`src/logic/cache_settings.svh`:
```
`ifndef CACHE_SETTINGS_SVH
`define CACHE_SETTINGS_SVH

////////////////////////////////////////
// cpu side

`define CACHE_ADDR_W       30    // word-byte address without the memory select bits
`define CACHE_WORD_W       32
`define CACHE_BYTE_OFS_W   2     // byte within a word
`define CACHE_INDEX_W      10
`define CACHE_WSEL_W       1     // two words per line
`define CACHE_BUF_DEPTH_W  4     // 16 write buffer entries
`define CACHE_COUNT_W      32

////////////////////////////////////////
// axi side

`define CACHE_AXI_ADDR_W   32
`define CACHE_AXI_LEN_W    8
`define CACHE_AXI_SIZE_W   3
`define CACHE_AXI_BURST_W  2

`endif
```
`src/logic/cache_pkg.sv`:
```
package cache_pkg;
`include "cache_settings.svh"

   // address field positions with the tag in the remaining bits
   localparam int wsel_lo  = `CACHE_BYTE_OFS_W;
   localparam int index_lo = wsel_lo + `CACHE_WSEL_W;
   localparam int tag_lo   = index_lo + `CACHE_INDEX_W;
   localparam int tag_w    = `CACHE_ADDR_W - tag_lo;

   typedef logic [`CACHE_WORD_W-1:0]           word_t;
   typedef logic [`CACHE_WORD_W/8-1:0]         strb_t;
   typedef logic [`CACHE_ADDR_W-1:0]           cpu_addr_t;
   typedef logic [tag_w-1:0]                   tag_t;
   typedef logic [`CACHE_INDEX_W-1:0]          index_t;
   typedef logic [`CACHE_WSEL_W-1:0]           word_sel_t;
   typedef logic [`CACHE_COUNT_W-1:0]          count_t;
   typedef logic [`CACHE_ADDR_W-wsel_lo-1:0]   word_addr_t;

   typedef struct packed
   {
      cpu_addr_t addr;
      word_t     wdata;
      strb_t     wstrb;    // all zero for a read
   } cpu_req_t;

   typedef struct packed
   {
      strb_t      strb;
      word_addr_t addr;
      word_t      data;
   } wbuf_entry_t;

   typedef struct packed
   {
      logic [`CACHE_AXI_ADDR_W-1:0]  addr;
      logic [`CACHE_AXI_LEN_W-1:0]   len;
      logic [`CACHE_AXI_SIZE_W-1:0]  size;
      logic [`CACHE_AXI_BURST_W-1:0] burst;
   } axi_ar_t;

   typedef enum logic [2:0]
   {
      ctrl_idle,
      ctrl_compare,
      ctrl_write_wait,
      ctrl_fill_wait,
      ctrl_reread,
      ctrl_hit,
      ctrl_gap
   } ctrl_state_t;

   typedef enum logic [1:0] {fill_idle, fill_addr, fill_beats} fill_state_t;
   typedef enum logic [1:0] {wbuf_idle, wbuf_addr, wbuf_data} wbuf_state_t;

endpackage

```
`src/logic/write_buffer.sv`:
```
`include "cache_settings.svh"

module write_buffer
   import cache_pkg::*;
(
   input  logic                         clk,
   input  logic                         ctrl_reset,
   input  logic                         buf_push,
   input  wbuf_entry_t                  buf_entry,
   output logic                         buf_full,
   output logic                         wbuf_empty,
   output logic [`CACHE_AXI_ADDR_W-1:0] aw_addr,
   output logic                         aw_valid,
   input  logic                         aw_ready,
   output word_t                        w_data,
   output strb_t                        w_strb,
   output logic                         w_valid,
   input  logic                         w_ready,
   output logic                         b_ready
);

   localparam int depth = 2**`CACHE_BUF_DEPTH_W;

   typedef logic [`CACHE_BUF_DEPTH_W:0] ptr_t;    // extra wrap bit

   wbuf_entry_t fifo_mem [depth];
   wbuf_entry_t head;
   ptr_t        wr_ptr;
   ptr_t        rd_ptr;
   wbuf_state_t state;
   logic        pop;

   // head stays in place until its data phase completes
   assign head       = fifo_mem[rd_ptr[`CACHE_BUF_DEPTH_W-1:0]];
   assign wbuf_empty = (wr_ptr == rd_ptr);
   assign buf_full   = (wr_ptr ^ rd_ptr) == {1'b1, {`CACHE_BUF_DEPTH_W{1'b0}}};
   assign pop        = (state == wbuf_data) && w_ready;

   assign aw_addr = {{(`CACHE_AXI_ADDR_W-`CACHE_ADDR_W){1'b0}}, head.addr, {wsel_lo{1'b0}}};
   assign w_data  = head.data;
   assign w_strb  = head.strb;
   assign b_ready = 1'b1;    // responses are not tracked

   always_ff @(posedge clk)
   begin
      if (buf_push && !buf_full)
         fifo_mem[wr_ptr[`CACHE_BUF_DEPTH_W-1:0]] <= buf_entry;
   end

   ////////////////////////////////////////
   // pointers and axi write fsm

   always_ff @(posedge clk or posedge ctrl_reset)
   begin
      if (ctrl_reset)
      begin
         wr_ptr   <= '0;
         rd_ptr   <= '0;
         state    <= wbuf_idle;
         aw_valid <= 1'b0;
         w_valid  <= 1'b0;
      end
      else
      begin
         if (buf_push && !buf_full)
            wr_ptr <= wr_ptr + 1'b1;
         if (pop)
            rd_ptr <= rd_ptr + 1'b1;
         case (state)
            wbuf_idle:
               if (!wbuf_empty)
               begin
                  aw_valid <= 1'b1;
                  state    <= wbuf_addr;
               end
            wbuf_addr:
               if (aw_ready)
               begin
                  aw_valid <= 1'b0;
                  w_valid  <= 1'b1;    // data phase follows the address
                  state    <= wbuf_data;
               end
            default:
               if (w_ready)
               begin
                  w_valid <= 1'b0;
                  state   <= wbuf_idle;
               end
         endcase
      end
   end

endmodule

```
`config.mk`:
```
export PLATFORM = sky130hd
export DESIGN_NAME = write_buffer
export DESIGN_NICKNAME = d
export VERILOG_FILES = /design/src/logic/cache_pkg.sv /design/src/logic/write_buffer.sv
export VERILOG_INCLUDE_DIRS = /design/src /design/src/logic
export SDC_FILE = /design/constraint.sdc
export NUM_CORES = 1
export LEC_CHECK = 0
export ABC_CLOCK_PERIOD_IN_PS = 7700
export BUFFER_PORTS_ARGS = -buffer_cell sky130_fd_sc_hd__buf_2
export CAP_MARGIN = 20
export CORE_ASPECT_RATIO = 0.6
export CORE_MARGIN = 5
export CORE_UTILIZATION = 25
export CTS_BUF_LIST = sky130_fd_sc_hd__clkbuf_8
export DETAILED_ROUTE_END_ITERATION = 16
export PLACE_DENSITY = 0.43
export SLEW_MARGIN = 20
export SYNTH_ARGS = -nofsm -noshare
export SYNTH_HDL_FRONTEND = slang
export SYNTH_SLANG_ARGS = --single-unit
export TNS_END_PERCENT = 100
```
`constraint.sdc`:
```
create_clock -name clk -period 7.7 [get_ports clk]
set_input_delay 1.925 -clock clk [delete_from_list [all_inputs] [get_ports clk]]
set_output_delay 1.925 -clock clk [all_outputs]
set_load 0.01 [all_outputs]
```
==> results of run 1 <==
cells by family after synthesis:
| family | count (synthesis) |
|---|---|
| AOI/OAI and AO/OA | 203 |
| xor gates and xnor gates | 14 |
| adders and majority gates | 5 |
| buffers and inverters | 116 |
| DFF | 1038 |
| muxes | 387 |
| other | 2 |
| and+or+nand+nor | 33 |
placed cells by master, fill, tap and decap left out, types with 20 or more instances in the layout:
cell      netlist  routed
clkinv_1        1      39
clkinv_2        0      20
o21ai_1        64      64
edfxtp_1     1024    1024
a32oi_1        64      64
mux2i_1       193     193
mux4_2        181     181
clkbuf_8        0     166
a22oi_1        65      65
buf_2          36     136
buf_4          13      29
inv_1           7      51
report_power, final:
group / total, uW / switching, uW / internal [uW]
logic: 4770 / 2890 / 1880
registers: 7090 / 277 / 6810
clock network: 4640 / 2270 / 2380
total: 16500 / 5430 / 11100
state kept, by name, summed over array words and instances (netlist names):
signal	flops
rd_ptr	5
fifo_mem	1024
wr_ptr	5
w_valid	1
aw_valid	1
state	2
path summary, 6_finish.rpt:
check,from,to,slack [ps]
max in group asynchronous,ctrl_reset,rd_ptr[3],6100
setup / recovery,rd_ptr[0],w_data[4],1530
hold reg to reg,rd_ptr[4],rd_ptr[4],530
setup reg to reg,rd_ptr[0],fifo_mem[10][41],2780
min in group asynchronous,ctrl_reset,wr_ptr[1],1110
hold / removal,rd_ptr[4],rd_ptr[4],530
metal layers:
layer,vias up,global-route usage
met4,10,0.03837
met5,-,0
met3,192,0.02927
li1,8145,-
met1,10369,0.1766
met2,497,0.2037
synthesized netlist by cell type (2+ instances only):
| library cell | n | share of area |
|---|---|---|
| o211ai_1 | 2 | 0.00038 |
| a32oi_1 | 64 | 0.014 |
| nand4_1 | 2 | 0.00031 |
| ha_1 | 5 | 0.0016 |
| and2_1 | 2 | 0.00031 |
| buf_4 | 13 | 0.0024 |
| o21ai_1 | 64 | 0.0080 |
| dfrtp_1 | 14 | 0.0088 |
| buf_1 | 7 | 0.00066 |
| conb_1 | 2 | 0.00019 |
| mux2i_1 | 193 | 0.048 |
| nor2b_1 | 5 | 0.00078 |
| nor2_1 | 5 | 0.00047 |
| buf_8 | 4 | 0.0015 |
| buf_2 | 36 | 0.0045 |
| a22oi_1 | 65 | 0.012 |
| xor2_1 | 2 | 0.00044 |
| and3_1 | 13 | 0.0020 |
| nand2_1 | 3 | 0.00028 |
| o21ai_0 | 3 | 0.00038 |
| mux4_2 | 181 | 0.10 |
| mux4_1 | 11 | 0.0072 |
| clkbuf_1 | 32 | 0.0030 |
| buf_12 | 2 | 0.0010 |
| inv_1 | 7 | 0.00066 |
| buf_6 | 13 | 0.0037 |
| nand3_1 | 2 | 0.00025 |
| mux2_2 | 2 | 0.00056 |
| edfxtp_1 | 1024 | 0.77 |
| xnor2_1 | 12 | 0.0026 |
per-stage QoR:
step	hold WS [ps]	util	power, uW
after floorplan	486.5	-	10290
after global placement	508.3	0.2717	12110
after detailed placement	526.1	0.2717	12150
after CTS	537.2	0.2918	16870
after global routing	550.7	0.2919	17400
final	528.4	0.2919	16500
worst reg2reg max path, delay by kind of cell, from the launching register on:
family          cells  cell delay [ps]
simple gates        2             1270
compound gates      1              470
xor+xnor            1              220
flops               1              960
buf+inv             2             1600
layout make-up:
cell class | instances | share of cell area
repair buffers | 171 | 0.02201
well taps | 2127 | 0.05752
clock buffers | 166 | 0.04938
clock inverters | 129 | 0.01944
flip-flops and latches | 1038 | 0.6724
diodes | 9 | 0.0004867
multi-input cells | 647 | 0.1780
inverters | 8 | 0.0007301
==> impl_table.tex, run 1 <==
\begin{tabular}{lr}
\hline
Metric & Value \\
\hline
\multicolumn{2}{l}{\textbf{Clock tree}} \\
\quad Clock latency of the later-clocked register in the worst-skew pair & 880 ps \\
\quad Number of buffers created by CTS & 165 \\
\quad Number of buffers inserted for hold repair after clock tree synthesis & 0 \\
\quad CTS tree & built \\
\quad TritonCTS Sinks & 1038 \\
\quad Buffers from clock root to sink, at most & 3 \\
\quad Quantity of gates resized following cts & 0 \\
\quad Maximum level of the CTS H-tree & 4 \\
\quad Total setup buffers inserted after CTS & 0 \\
\quad Clock tree root driver cell & clkbuf\_8 \\
\quad Clock transition at the registers of the reported paths & 60 ps \\
\multicolumn{2}{l}{\textbf{Synthesis}} \\
\quad Fraction of the yosys area taken by sequential cells & 0.7788 \\
\quad Combinational family with the most area after synthesis & multiplexers \\
\quad Number of distinct library cells after synthesis & 38 \\
\quad Warning count from the yosys run & 0 \\
\quad Number of flops mapped to enable cells by yosys & 1024 \\
\quad Synth Area in XOR/XNOR & 0.003070 \\
\quad Number of instances in the synthesized netlist & 1798 \\
\quad Share of the synthesized area in compound gates (AO/OA/AOI/OAI) & 0.03591 \\
\quad Main flop type after synthesis & edfxtp\_1 \\
\quad Simple logic cell fraction of the synthesized area & 0.004574 \\
\quad Mapped Avg Cell Area & 22.21 um2 \\
\quad Netlist area before placement & 39930 um2 \\
\quad Synthesized flop and latch total & 1038 \\
\quad Share of cell area taken by muxes after synthesis & 0.1583 \\
\quad Ys async rst share & 0.01349 \\
\quad Synthesized-area fraction occupied by adder cells & 0.001567 \\
\multicolumn{2}{l}{\textbf{Die}} \\
\quad Row cnt & 113 \\
\quad Number of top-level design ports & 142 \\
\quad Initial Util & 0.2520 \\
\quad Die Wd & 526.0 um \\
\quad Die area & 168100 um2 \\
\quad Chip height & 319.6 um \\
\quad Core Area & 158500 um2 \\
\multicolumn{2}{l}{\textbf{Final layout}} \\
\quad Filler Cells Inserted & 15476 \\
\quad Register area & 31110 um2 \\
\quad Final non-filler cell total & 4295 \\
\quad Total non-filler cell area in the finished layout & 46270 um2 \\
\quad Nets@finish & 2105 \\
\quad Fraction of layout cells with a size suffix above 1 & 0.2723 \\
\quad Area taken by multi-input logic gates & 8238 um2 \\
\quad Area added between synthesis and finish & 15.86\% \\
\multicolumn{2}{l}{\textbf{Placement}} \\
\quad Worst setup slack after placement & 2292 ps \\
\quad Number of buffer cells added on primary ports & 136 \\
\quad Dpl cell area & 43060 um2 \\
\quad Number of placed instances with taps included & 3991 \\
\quad Post-DP HPWL & 54.09 mm \\
\quad Routability Congestion & 0.6620 \\
\multicolumn{2}{l}{\textbf{Pwr}} \\
\quad Maximum vdd drop & 0.0002952 V \\
\quad Leakage power figure & 0.01455 uW \\
\quad Power density normalized to cell area & 356.6 nW/um2 \\
\multicolumn{2}{l}{\textbf{Worst setup path}} \\
\quad Path length in cells of the critical path & 6 \\
\quad Worst Setup End Kind & output pin \\
\quad Data required time of the worst path & 5780 ps \\
\quad WP buf/inv & 2 \\
\quad Crit path launch type & register \\
\quad Setup CP Type & reg2out \\
\quad Crit path cell chain & and2\_4 > buf\_4 > a22oi\_1 > a32oi\_1 > o21ai\_1 > buf\_2 \\
\quad Number of cells on the worst reg-to-reg path & 6 \\
\quad Slowest Stage Delay on Critical Path & 1050 ps \\
\quad Critical Path Fanout Max & 54 \\
\quad Worst path arrival time & 4240 ps \\
\quad Critical path's slowest cell & and2\_4 \\
\quad CP top delay family & simple AND/OR/NAND/NOR gates \\
\multicolumn{2}{l}{\textbf{Detailed routing}} \\
\quad Number of DRC violations after detailed-routing iteration 0 & 1318 \\
\quad Number of vias per cell & 4.473 \\
\quad Routed length per placed instance & 25.43 um \\
\quad Highest layer used for signal routing & met5 \\
\quad Drt total wl & 109.2 mm \\
\quad Routed wl met2 & 50.64 mm \\
\quad Vias & 19213 \\
\quad Met3 routed wirelength & 5.441 mm \\
\quad Residual DRC & 0 \\
\quad Detailed-router iteration count before antenna repair & 5 \\
\quad DRT antenna net count & 0 \\
\quad Detailed-route wire length on metal 1 & 50.78 mm \\
\multicolumn{2}{l}{\textbf{STA}} \\
\quad Normalized max-slew margin & 0.2382 \\
\quad Final count of hold timing violations & 0 \\
\quad Post-Route Skew & 44.91 ps \\
\quad Total negative slack for setup checks & 0 ps \\
\quad RSZ-0062 raised after global routing & no \\
\quad Maximum clock frequency & 0.1622 GHz \\
\quad Final min period & 6167 ps \\
\quad Slew @ Worst Pin & 1143 ps \\
\quad Ratio of final minimum period to clock period & 0.8009 \\
\quad Number of setup violations in the final report & 0 \\
\quad Final Slew Violations & 0 \\
\quad Worst-case setup margin in the final layout & 1533 ps \\
\multicolumn{2}{l}{\textbf{Flow run}} \\
\quad MaxCap Viol Count & 0 \\
\multicolumn{2}{l}{\textbf{Hold path}} \\
\quad Count of cells along the worst hold path & 1 \\
\quad Type of the most critical hold path & reg2reg \\
\multicolumn{2}{l}{\textbf{GRT}} \\
\quad Number of antenna violations at the first check in global routing & 25 \\
\quad Combined global-route utilization of all metal layers & 0.1284 \\
\quad Number of global-route vias before repair & 20664 \\
\quad Largest net degree at the start of global routing & 96 \\
\quad First-pass GRT wire length & 154.7 mm \\
\quad Overall overflow remaining after global route & 0 \\
\multicolumn{2}{l}{\textbf{Outcome}} \\
\quad Result of the run & finished, final reports clean \\
\hline
\end{tabular}
Power figures use the tool's default switching activity.
==> run 2, diff against run 1 <==
--- a/config.mk
+++ b/config.mk
@@ -6,7 +6,8 @@
 export SDC_FILE = /design/constraint.sdc
 export NUM_CORES = 1
 export LEC_CHECK = 0
-export ABC_CLOCK_PERIOD_IN_PS = 7700
+export ABC_AREA = 1
+export ABC_CLOCK_PERIOD_IN_PS = 6300
 export BUFFER_PORTS_ARGS = -buffer_cell sky130_fd_sc_hd__buf_2
 export CAP_MARGIN = 20
 export CORE_ASPECT_RATIO = 0.6
==> constraint.sdc (replaced) <==
create_clock -name clk -period 6.3 [get_ports clk]
set_input_delay 1.575 -clock clk [delete_from_list [all_inputs] [get_ports clk]]
set_output_delay 1.575 -clock clk [all_outputs]
set_load 0.01 [all_outputs]
==> run 2 against run 1 <==
  * Register-to-register slack worse by 680 ps
  * Final cell count increased by 39%
  * Critical endpoint is now w_data[9]
  * Clock skew is 0.95 ps higher
  * Synthesized area up 4.1%
  * Worst setup slack worse by 390 ps
  * Cell area up 3.4%
  * Combinational power is 65% higher
  * Via count rose by 37%
  * Die area up 4.0%
  * Sequential share of layout area shrank 2.2 points
  * Hold slack got worse by 40 ps
  * Largest cell class unchanged
==> impl_table.tex, run 2 <==
\begin{tabular}{lr}
\hline
Metric & Value \\
\hline
\multicolumn{2}{l}{\textbf{Clock tree}} \\
\quad TritonCTS Sinks & 1038 (unchanged) \\
\quad Clock tree root driver cell & clkbuf\_8 \\
\quad Quantity of gates resized following cts & 0 (unchanged) \\
\quad Number of buffers inserted for hold repair after clock tree synthesis & 0 (unchanged) \\
\quad Clock latency of the later-clocked register in the worst-skew pair & 850 ps (-30 ps) \\
\quad Total setup buffers inserted after CTS & 0 (unchanged) \\
\quad Buffers from clock root to sink, at most & 4 (+1) \\
\quad CTS tree & built \\
\quad Maximum level of the CTS H-tree & 4 (unchanged) \\
\quad Clock transition at the registers of the reported paths & 60 ps (about the same) \\
\quad Number of buffers created by CTS & 167 (+1.2\%) \\
\multicolumn{2}{l}{\textbf{STA}} \\
\quad Number of setup violations in the final report & 0 (unchanged) \\
\quad Ratio of final minimum period to clock period & 0.8191 \\
\quad Slew @ Worst Pin & 1127 ps (-15.59 ps) \\
\quad Normalized max-slew margin & 0.2486 (+0.01039) \\
\quad Worst-case setup margin in the final layout & 1140 ps (-393.6 ps) \\
\quad Final count of hold timing violations & 0 (unchanged) \\
\quad Final min period & 5160 ps \\
\quad Final Slew Violations & 0 (unchanged) \\
\quad Post-Route Skew & 45.86 ps (+0.9508 ps) \\
\quad Maximum clock frequency & 0.1938 GHz \\
\quad Total negative slack for setup checks & 0 ps (unchanged) \\
\quad RSZ-0062 raised after global routing & no \\
\quad Smallest hold slack & 488.7 ps (-39.68 ps) \\
\multicolumn{2}{l}{\textbf{Flow run}} \\
\quad MaxCap Viol Count & 0 (unchanged) \\
\multicolumn{2}{l}{\textbf{Synthesis}} \\
\quad Largest area contributor in the synthesized netlist & edfxtp\_1 \\
\quad Number of instances in the synthesized netlist & 3485 (+94\%) \\
\quad Leading post-synthesis cells by cell area & edfxtp\_1, nor2\_1, o21ai\_0 \\
\quad Netlist area before placement & 41580 um2 (+4.1\%) \\
\quad Fraction of the yosys area taken by sequential cells & 0.7480 (-0.03082) \\
\quad Synth cell count leaders & edfxtp\_1, nor2\_1, o21ai\_0 \\
\quad Number of distinct library cells after synthesis & 24 (-37\%) \\
\quad Warning count from the yosys run & 0 (unchanged) \\
\quad Main flop type after synthesis & edfxtp\_1 \\
\quad Synthesized flop and latch total & 1038 (unchanged) \\
\quad Number of flops mapped to enable cells by yosys & 1024 (unchanged) \\
\quad Cell with the most instances after synthesis & edfxtp\_1 \\
\quad Yosys top cell area share & 0.7395 (-0.03047) \\
\quad Ys async rst share & 0.01349 (unchanged) \\
\quad Mapped Avg Cell Area & 11.93 um2 (-46\%) \\
\multicolumn{2}{l}{\textbf{Worst setup path}} \\
\quad Setup CP Type & reg2out \\
\quad Crit path launch type & register \\
\quad Worst Setup End Kind & output pin \\
\quad Worst path arrival time & 3590 ps (-650 ps) \\
\quad Critical Path Fanout Max & 37 (-31\%) \\
\quad Data required time of the worst path & 4720 ps (-1060 ps) \\
\multicolumn{2}{l}{\textbf{Detailed routing}} \\
\quad Residual DRC & 0 (unchanged) \\
\quad Routed length per placed instance & 21.14 um (-17\%) \\
\quad Number of vias per cell & 4.397 (-1.7\%) \\
\quad DRT antenna net count & 0 (unchanged) \\
\quad Detailed-router iteration count before antenna repair & 5 (unchanged) \\
\quad Number of DRC violations after detailed-routing iteration 0 & 2222 (+69\%) \\
\quad Drt total wl & 126.5 mm (+16\%) \\
\quad Vias & 26309 (+37\%) \\
\multicolumn{2}{l}{\textbf{GRT}} \\
\quad Largest net degree at the start of global routing & 199 (+110\%) \\
\quad Combined global-route utilization of all metal layers & 0.1411 (+0.01269) \\
\quad Number of antenna violations at the first check in global routing & 15 (-40\%) \\
\quad First-pass GRT wire length & 184.1 mm (+19\%) \\
\quad Number of global-route vias before repair & 25373 (+23\%) \\
\quad Overall overflow remaining after global route & 0 (unchanged) \\
\multicolumn{2}{l}{\textbf{Placement}} \\
\quad Post-DP HPWL & 64.71 mm (+20\%) \\
\quad Number of placed instances with taps included & 5696 (+43\%) \\
\quad Routability Congestion & 0.7043 (+6.4\%) \\
\quad Number of buffer cells added on primary ports & 136 (unchanged) \\
\quad Worst setup slack after placement & 1949 ps (-343.0 ps) \\
\multicolumn{2}{l}{\textbf{Final layout}} \\
\quad Final non-filler cell total & 5984 (+39\%) \\
\quad Leading cell types in the layout, fill and taps excluded & edfxtp\_1, nor2\_1, o21ai\_0, nand2\_1, clkbuf\_8 \\
\quad Commonest non-fill, non-tap cell in the layout & edfxtp\_1 \\
\quad Largest register FFs & 1024 (unchanged) \\
\quad Fraction of layout cells with a size suffix above 1 & 0.1105 (-0.1618) \\
\quad Share of the core filled with cells in the final layout & 0.2907 (-0.001260) \\
\quad Area added between synthesis and finish & 15.07\% \\
\quad Filler Cells Inserted & 17035 (+10\%) \\
\quad Nets@finish & 3717 (+77\%) \\
\multicolumn{2}{l}{\textbf{Pwr}} \\
\quad Maximum vdd drop & 0.0003449 V (+17\%) \\
\quad Power density normalized to cell area & 451.2 nW/um2 (+27\%) \\
\quad Leakage power figure & 0.01657 uW (+14\%) \\
\multicolumn{2}{l}{\textbf{Die}} \\
\quad Core Area & 164600 um2 (+3.9\%) \\
\quad Row cnt & 115 (+1.8\%) \\
\quad Chip height & 325.9 um (+2.0\%) \\
\quad Die Wd & 536.5 um (+2.0\%) \\
\quad Number of top-level design ports & 142 (unchanged) \\
\quad Die area & 174800 um2 (+4.0\%) \\
\quad Initial Util & 0.2526 (+0.0006359) \\
\multicolumn{2}{l}{\textbf{Hold path}} \\
\quad Type of the most critical hold path & reg2reg \\
\multicolumn{2}{l}{\textbf{Outcome}} \\
\quad Result of the run & finished, final reports clean \\
\hline
\end{tabular}
[run 2: kinds of logic (layout without fill, tap and decap cells)]
group                      after synthesis  count (layout)  synth area share
buffers and inverters                  293             560           0.02985
xor gates and xnor gates                 8               8          0.001685
other                                    2              11         0.0001806
DFF                                   1038            1038            0.7480
and+or+nand+nor                       1560            1560            0.1452
adders and majority gates                5               5          0.001505
AOI/OAI and AO/OA                      579             579           0.07360
[run 2: area by class of cell]
class / instances / area [um2] / area share
diodes: 6 / 15.01 / 0.0003138
clock buffers: 171 / 2354 / 0.04919
clock inverters: 110 / 504.2 / 0.01054
inverters: 81 / 325.3 / 0.006799
multi-input cells: 2157 / 9378 / 0.1960
flip-flops and latches: 1038 / 31110 / 0.6502
well taps: 2223 / 2781 / 0.05813
repair buffers: 198 / 1379 / 0.02882
[run 2: worst max-delay path, cell delays in order, from the launching register on]
cell and delay, ps:
dfrtp_4 730, nand2_1 210, clkinv_2 820, buf_4 560, nand2_1 110, nand2_1 50, inv_1 50, nand2_1 60
buf_2 140
[run 2: stage by stage]
stage / total power (uW) / area, um2
3_5_place_dp: 16630 / 44950
6_report: 21590 / 47850
4_1_cts: 22010 / 47800
2_1_floorplan: 13360 / 41590
3_3_place_gp: 16680 / 44950
5_1_grt: 23180 / 47840
[run 2: path summary, 6_finish.rpt]
kind,from,end,slack (ps),depth (start not counted)
setup reg to reg,rd_ptr[2],fifo_mem[6][55],2100,8
min in group asynchronous,ctrl_reset,wr_ptr[3],900,2
max in group asynchronous,ctrl_reset,rd_ptr[1],4780,2
hold reg to reg,w_valid,w_valid,490,2
hold / removal,w_valid,w_valid,490,2
setup / recovery,rd_ptr[2],w_data[9],1140,8
[run 2: power breakdown]
| part | total (uW) | internal, uW | switching, uW |
|---|---|---|---|
| sequential | 8440 | 8210 | 226 |
| combinational | 7850 | 2170 | 5680 |
| clock | 5300 | 2580 | 2720 |
| total | 21600 | 13000 | 8620 |
[run 2: layer usage]
metal	track usage	wire, um	vias to the layer above	part of all wire
met2	0.1981	52600	623	0.42
li1	-	-	12434	-
met3	0.02963	6964	179	0.055
met1	0.2219	64980	13073	0.51
met4	0.02773	1941	0	0.015
met5	0	0	-	0
==> run 3, diff against run 2 <==
--- a/config.mk
+++ b/config.mk
@@ -7,7 +7,7 @@
 export NUM_CORES = 1
 export LEC_CHECK = 0
 export ABC_AREA = 1
-export ABC_CLOCK_PERIOD_IN_PS = 6300
+export ABC_CLOCK_PERIOD_IN_PS = 5200
 export BUFFER_PORTS_ARGS = -buffer_cell sky130_fd_sc_hd__buf_2
 export CAP_MARGIN = 20
 export CORE_ASPECT_RATIO = 0.6
==> constraint.sdc (replaced) <==
create_clock -name clk -period 5.2 [get_ports clk]
set_input_delay 1.3 -clock clk [delete_from_list [all_inputs] [get_ports clk]]
set_output_delay 1.3 -clock clk [all_outputs]
set_load 0.01 [all_outputs]
==> run 3 against run 2 <==
  * Core utilization rose by 0.18 points
  * Combinational power increased by 21%
  * Power up 22%
  * Critical path depth rose by 1
  * Clock power rose by 25%
  * Flip-flop and latch count did not move
  * Count of clock-buffer cells in the layout did not move
  * Global-route usage fell by 0.36 points
  * Critical path type unchanged
  * Largest power group unchanged
  * Sequential power increased by 21%
  * Hold slack got worse by 6.3 ps
  * Clock skew increased by 5.8 ps
==> impl_table.tex, run 3 (synthesized netlist as in run 2, its figures left out) <==
\begin{tabular}{lr}
\hline
Metric & Value \\
\hline
\multicolumn{2}{l}{\textbf{Outcome}} \\
\quad Result of the run & finished, final reports clean \\
\multicolumn{2}{l}{\textbf{Pwr}} \\
\quad Total power consumption of the routed design & 26240 uW (+22\%) \\
\quad Power density normalized to cell area & 545.0 nW/um2 (+21\%) \\
\quad Leakage power figure & 0.01663 uW (+0.38\%) \\
\quad Maximum vdd drop & 0.0003497 V (+1.4\%) \\
\multicolumn{2}{l}{\textbf{Final layout}} \\
\quad Fraction of layout cells with a size suffix above 1 & 0.1131 (+0.002628) \\
\quad Largest register FFs & 1024 (unchanged) \\
\quad Leading cell types in the layout, fill and taps excluded & edfxtp\_1, nor2\_1, o21ai\_0, nand2\_1, clkbuf\_8 \\
\quad Commonest non-fill, non-tap cell in the layout & edfxtp\_1 \\
\quad Area added between synthesis and finish & 15.79\% \\
\quad Final non-filler cell total & 5990 (+0.10\%) \\
\quad Nets@finish & 3725 (+0.22\%) \\
\multicolumn{2}{l}{\textbf{Hold path}} \\
\quad Count of cells along the worst hold path & 2 (unchanged) \\
\quad Type of the most critical hold path & reg2reg \\
\multicolumn{2}{l}{\textbf{GRT}} \\
\quad Combined global-route utilization of all metal layers & 0.1375 (-0.003636) \\
\quad Number of antenna violations at the first check in global routing & 9 (-6) \\
\quad Largest net degree at the start of global routing & 158 (-21\%) \\
\quad Overall overflow remaining after global route & 0 (unchanged) \\
\quad Number of global-route vias before repair & 25464 (+0.36\%) \\
\quad First-pass GRT wire length & 180.8 mm (-1.8\%) \\
\multicolumn{2}{l}{\textbf{Clock tree}} \\
\quad CTS tree & built \\
\quad Quantity of gates resized following cts & 0 (unchanged) \\
\quad Total setup buffers inserted after CTS & 0 (unchanged) \\
\quad Number of buffers inserted for hold repair after clock tree synthesis & 0 (unchanged) \\
\quad Buffers from clock root to sink, at most & 4 (unchanged) \\
\quad Clock tree root driver cell & clkbuf\_8 \\
\quad Clock latency of the later-clocked register in the worst-skew pair & 850 ps (about the same) \\
\quad Maximum level of the CTS H-tree & 4 (unchanged) \\
\quad Clock transition at the registers of the reported paths & 60 ps (about the same) \\
\quad Number of buffers created by CTS & 169 (+1.2\%) \\
\quad TritonCTS Sinks & 1038 (unchanged) \\
\multicolumn{2}{l}{\textbf{Worst setup path}} \\
\quad Number of cells on the worst reg-to-reg path & 8 (unchanged) \\
\quad Setup CP Type & reg2out \\
\quad Crit path launch type & register \\
\quad Library cell appearing most often on the critical path & nand2\_1 \\
\quad Crit path cell chain & inv\_8 > buf\_4 > o21ai\_0 > nand2\_1 > nand2\_1 > nand2\_1 > inv\_1 > nand2\_1 > buf\_2 \\
\quad Worst path arrival time & 3460 ps (-130 ps) \\
\quad Worst Setup End Kind & output pin \\
\quad Critical path's slowest cell & dfrtp\_4 \\
\quad Data required time of the worst path & 3900 ps (-820 ps) \\
\quad Slowest Stage Delay on Critical Path & 700 ps (-120 ps) \\
\quad Critical Path Fanout Max & 88 (+140\%) \\
\multicolumn{2}{l}{\textbf{STA}} \\
\quad Post-Route Skew & 51.63 ps (+5.763 ps) \\
\quad Worst-case setup margin in the final layout & 436.2 ps (-703.5 ps) \\
\quad Slew @ Worst Pin & 1063 ps (-64.27 ps) \\
\quad Final min period & 4764 ps \\
\quad Normalized max-slew margin & 0.2915 (+0.04285) \\
\quad Total negative slack for setup checks & 0 ps (unchanged) \\
\quad Final count of hold timing violations & 0 (unchanged) \\
\quad RSZ-0062 raised after global routing & no \\
\quad Maximum clock frequency & 0.2099 GHz \\
\quad Final Slew Violations & 0 (unchanged) \\
\quad Ratio of final minimum period to clock period & 0.9161 \\
\quad Number of setup violations in the final report & 0 (unchanged) \\
\multicolumn{2}{l}{\textbf{Die}} \\
\quad Die area & 174800 um2 (unchanged) \\
\quad Core Area & 164600 um2 (unchanged) \\
\quad Die Wd & 536.5 um (unchanged) \\
\quad Row cnt & 115 (unchanged) \\
\quad Chip height & 325.9 um (unchanged) \\
\quad Number of top-level design ports & 142 (unchanged) \\
\quad Initial Util & 0.2526 (unchanged) \\
\multicolumn{2}{l}{\textbf{Placement}} \\
\quad Routability Congestion & 0.7043 (unchanged) \\
\quad Post-DP HPWL & 62.82 mm (-2.9\%) \\
\quad Number of placed instances with taps included & 5703 (+0.12\%) \\
\quad Worst setup slack after placement & 1253 ps (-695.5 ps) \\
\quad Number of buffer cells added on primary ports & 136 (unchanged) \\
\multicolumn{2}{l}{\textbf{Detailed routing}} \\
\quad DRT antenna net count & 0 (unchanged) \\
\quad Vias & 25998 (-1.2\%) \\
\quad Routed length per placed instance & 20.46 um (-3.2\%) \\
\quad Detailed-router iteration count before antenna repair & 5 (unchanged) \\
\quad Number of vias per cell & 4.340 (-1.3\%) \\
\quad Number of DRC violations after detailed-routing iteration 0 & 2154 (-3.1\%) \\
\quad Residual DRC & 0 (unchanged) \\
\quad Drt total wl & 122.5 mm (-3.1\%) \\
\multicolumn{2}{l}{\textbf{Flow run}} \\
\quad MaxCap Viol Count & 0 (unchanged) \\
\hline
\end{tabular}
-- run 3: cell count changes in the layout (fill, tap and decap cells not counted), moves of 3 or more --
cell,before,now
inv_1,136,120
buf_12,17,32
clkinv_1,32,47
buf_4,44,36
diode_2,6,2
bufinv_16,2,5
-- run 3: area by class of cell --
type | count | area (um2)
Sequential cell | 1038 | 31110
Fill cell | 17014 | 116500
Tap cell | 2223 | 2781
Antenna cell | 2 | 5.005
Clock buffer | 171 | 2354
Timing Repair Buffer | 204 | 1592
Clock inverter | 114 | 601.8
Multi-Input combinational cell | 2157 | 9378
Inverter | 81 | 325.3
-- run 3: metrics by stage --
| stage | hold WS [ps] | util | cell area, um2 |
|---|---|---|---|
| after floorplan | 460.4 | - | 41590 |
| after global placement | 469.9 | 0.2745 | 45190 |
| after detailed placement | 477.6 | 0.2745 | 45190 |
| after CTS | 479.6 | 0.2925 | 48140 |
| after global routing | 513.6 | 0.2925 | 48140 |
| final | 482.4 | 0.2925 | 48150 |
-- run 3: path summary, 6_finish.rpt --
check	startpoint	endpoint	slack [ps]
setup / recovery	rd_ptr[0]	w_data[21]	440
hold / removal	aw_valid	aw_valid	480
setup reg to reg	rd_ptr[0]	fifo_mem[13][20]	1550
hold reg to reg	aw_valid	aw_valid	480
max in group asynchronous	ctrl_reset	rd_ptr[1]	4110
min in group asynchronous	ctrl_reset	wr_ptr[0]	550
-- run 3: critical path: cells and delay by family (launching register included) --
family | cells | cell delay [ps]
AOI/OAI and AO/OA | 1 | 170
buffers and inverters | 4 | 1210
DFF | 1 | 700
and+or+nand+nor | 4 | 480
-- run 3: metal layers --
layer | wire length [um] | GRT usage | part of all wire | vias to the layer above
met5 | 0 | 0 | 0 | -
met4 | 1816 | 0.02537 | 0.015 | 0
met3 | 5297 | 0.02547 | 0.043 | 171
met2 | 52830 | 0.2022 | 0.43 | 521
met1 | 62580 | 0.2113 | 0.51 | 12859
li1 | - | - | - | 12447
-- run 3: where the power goes --
part / switching, uW / internal [uW] / total [uW]
Clock: 3310 / 3290 / 6600
Sequential: 240 / 9940 / 10200
Combinational: 6790 / 2670 / 9460
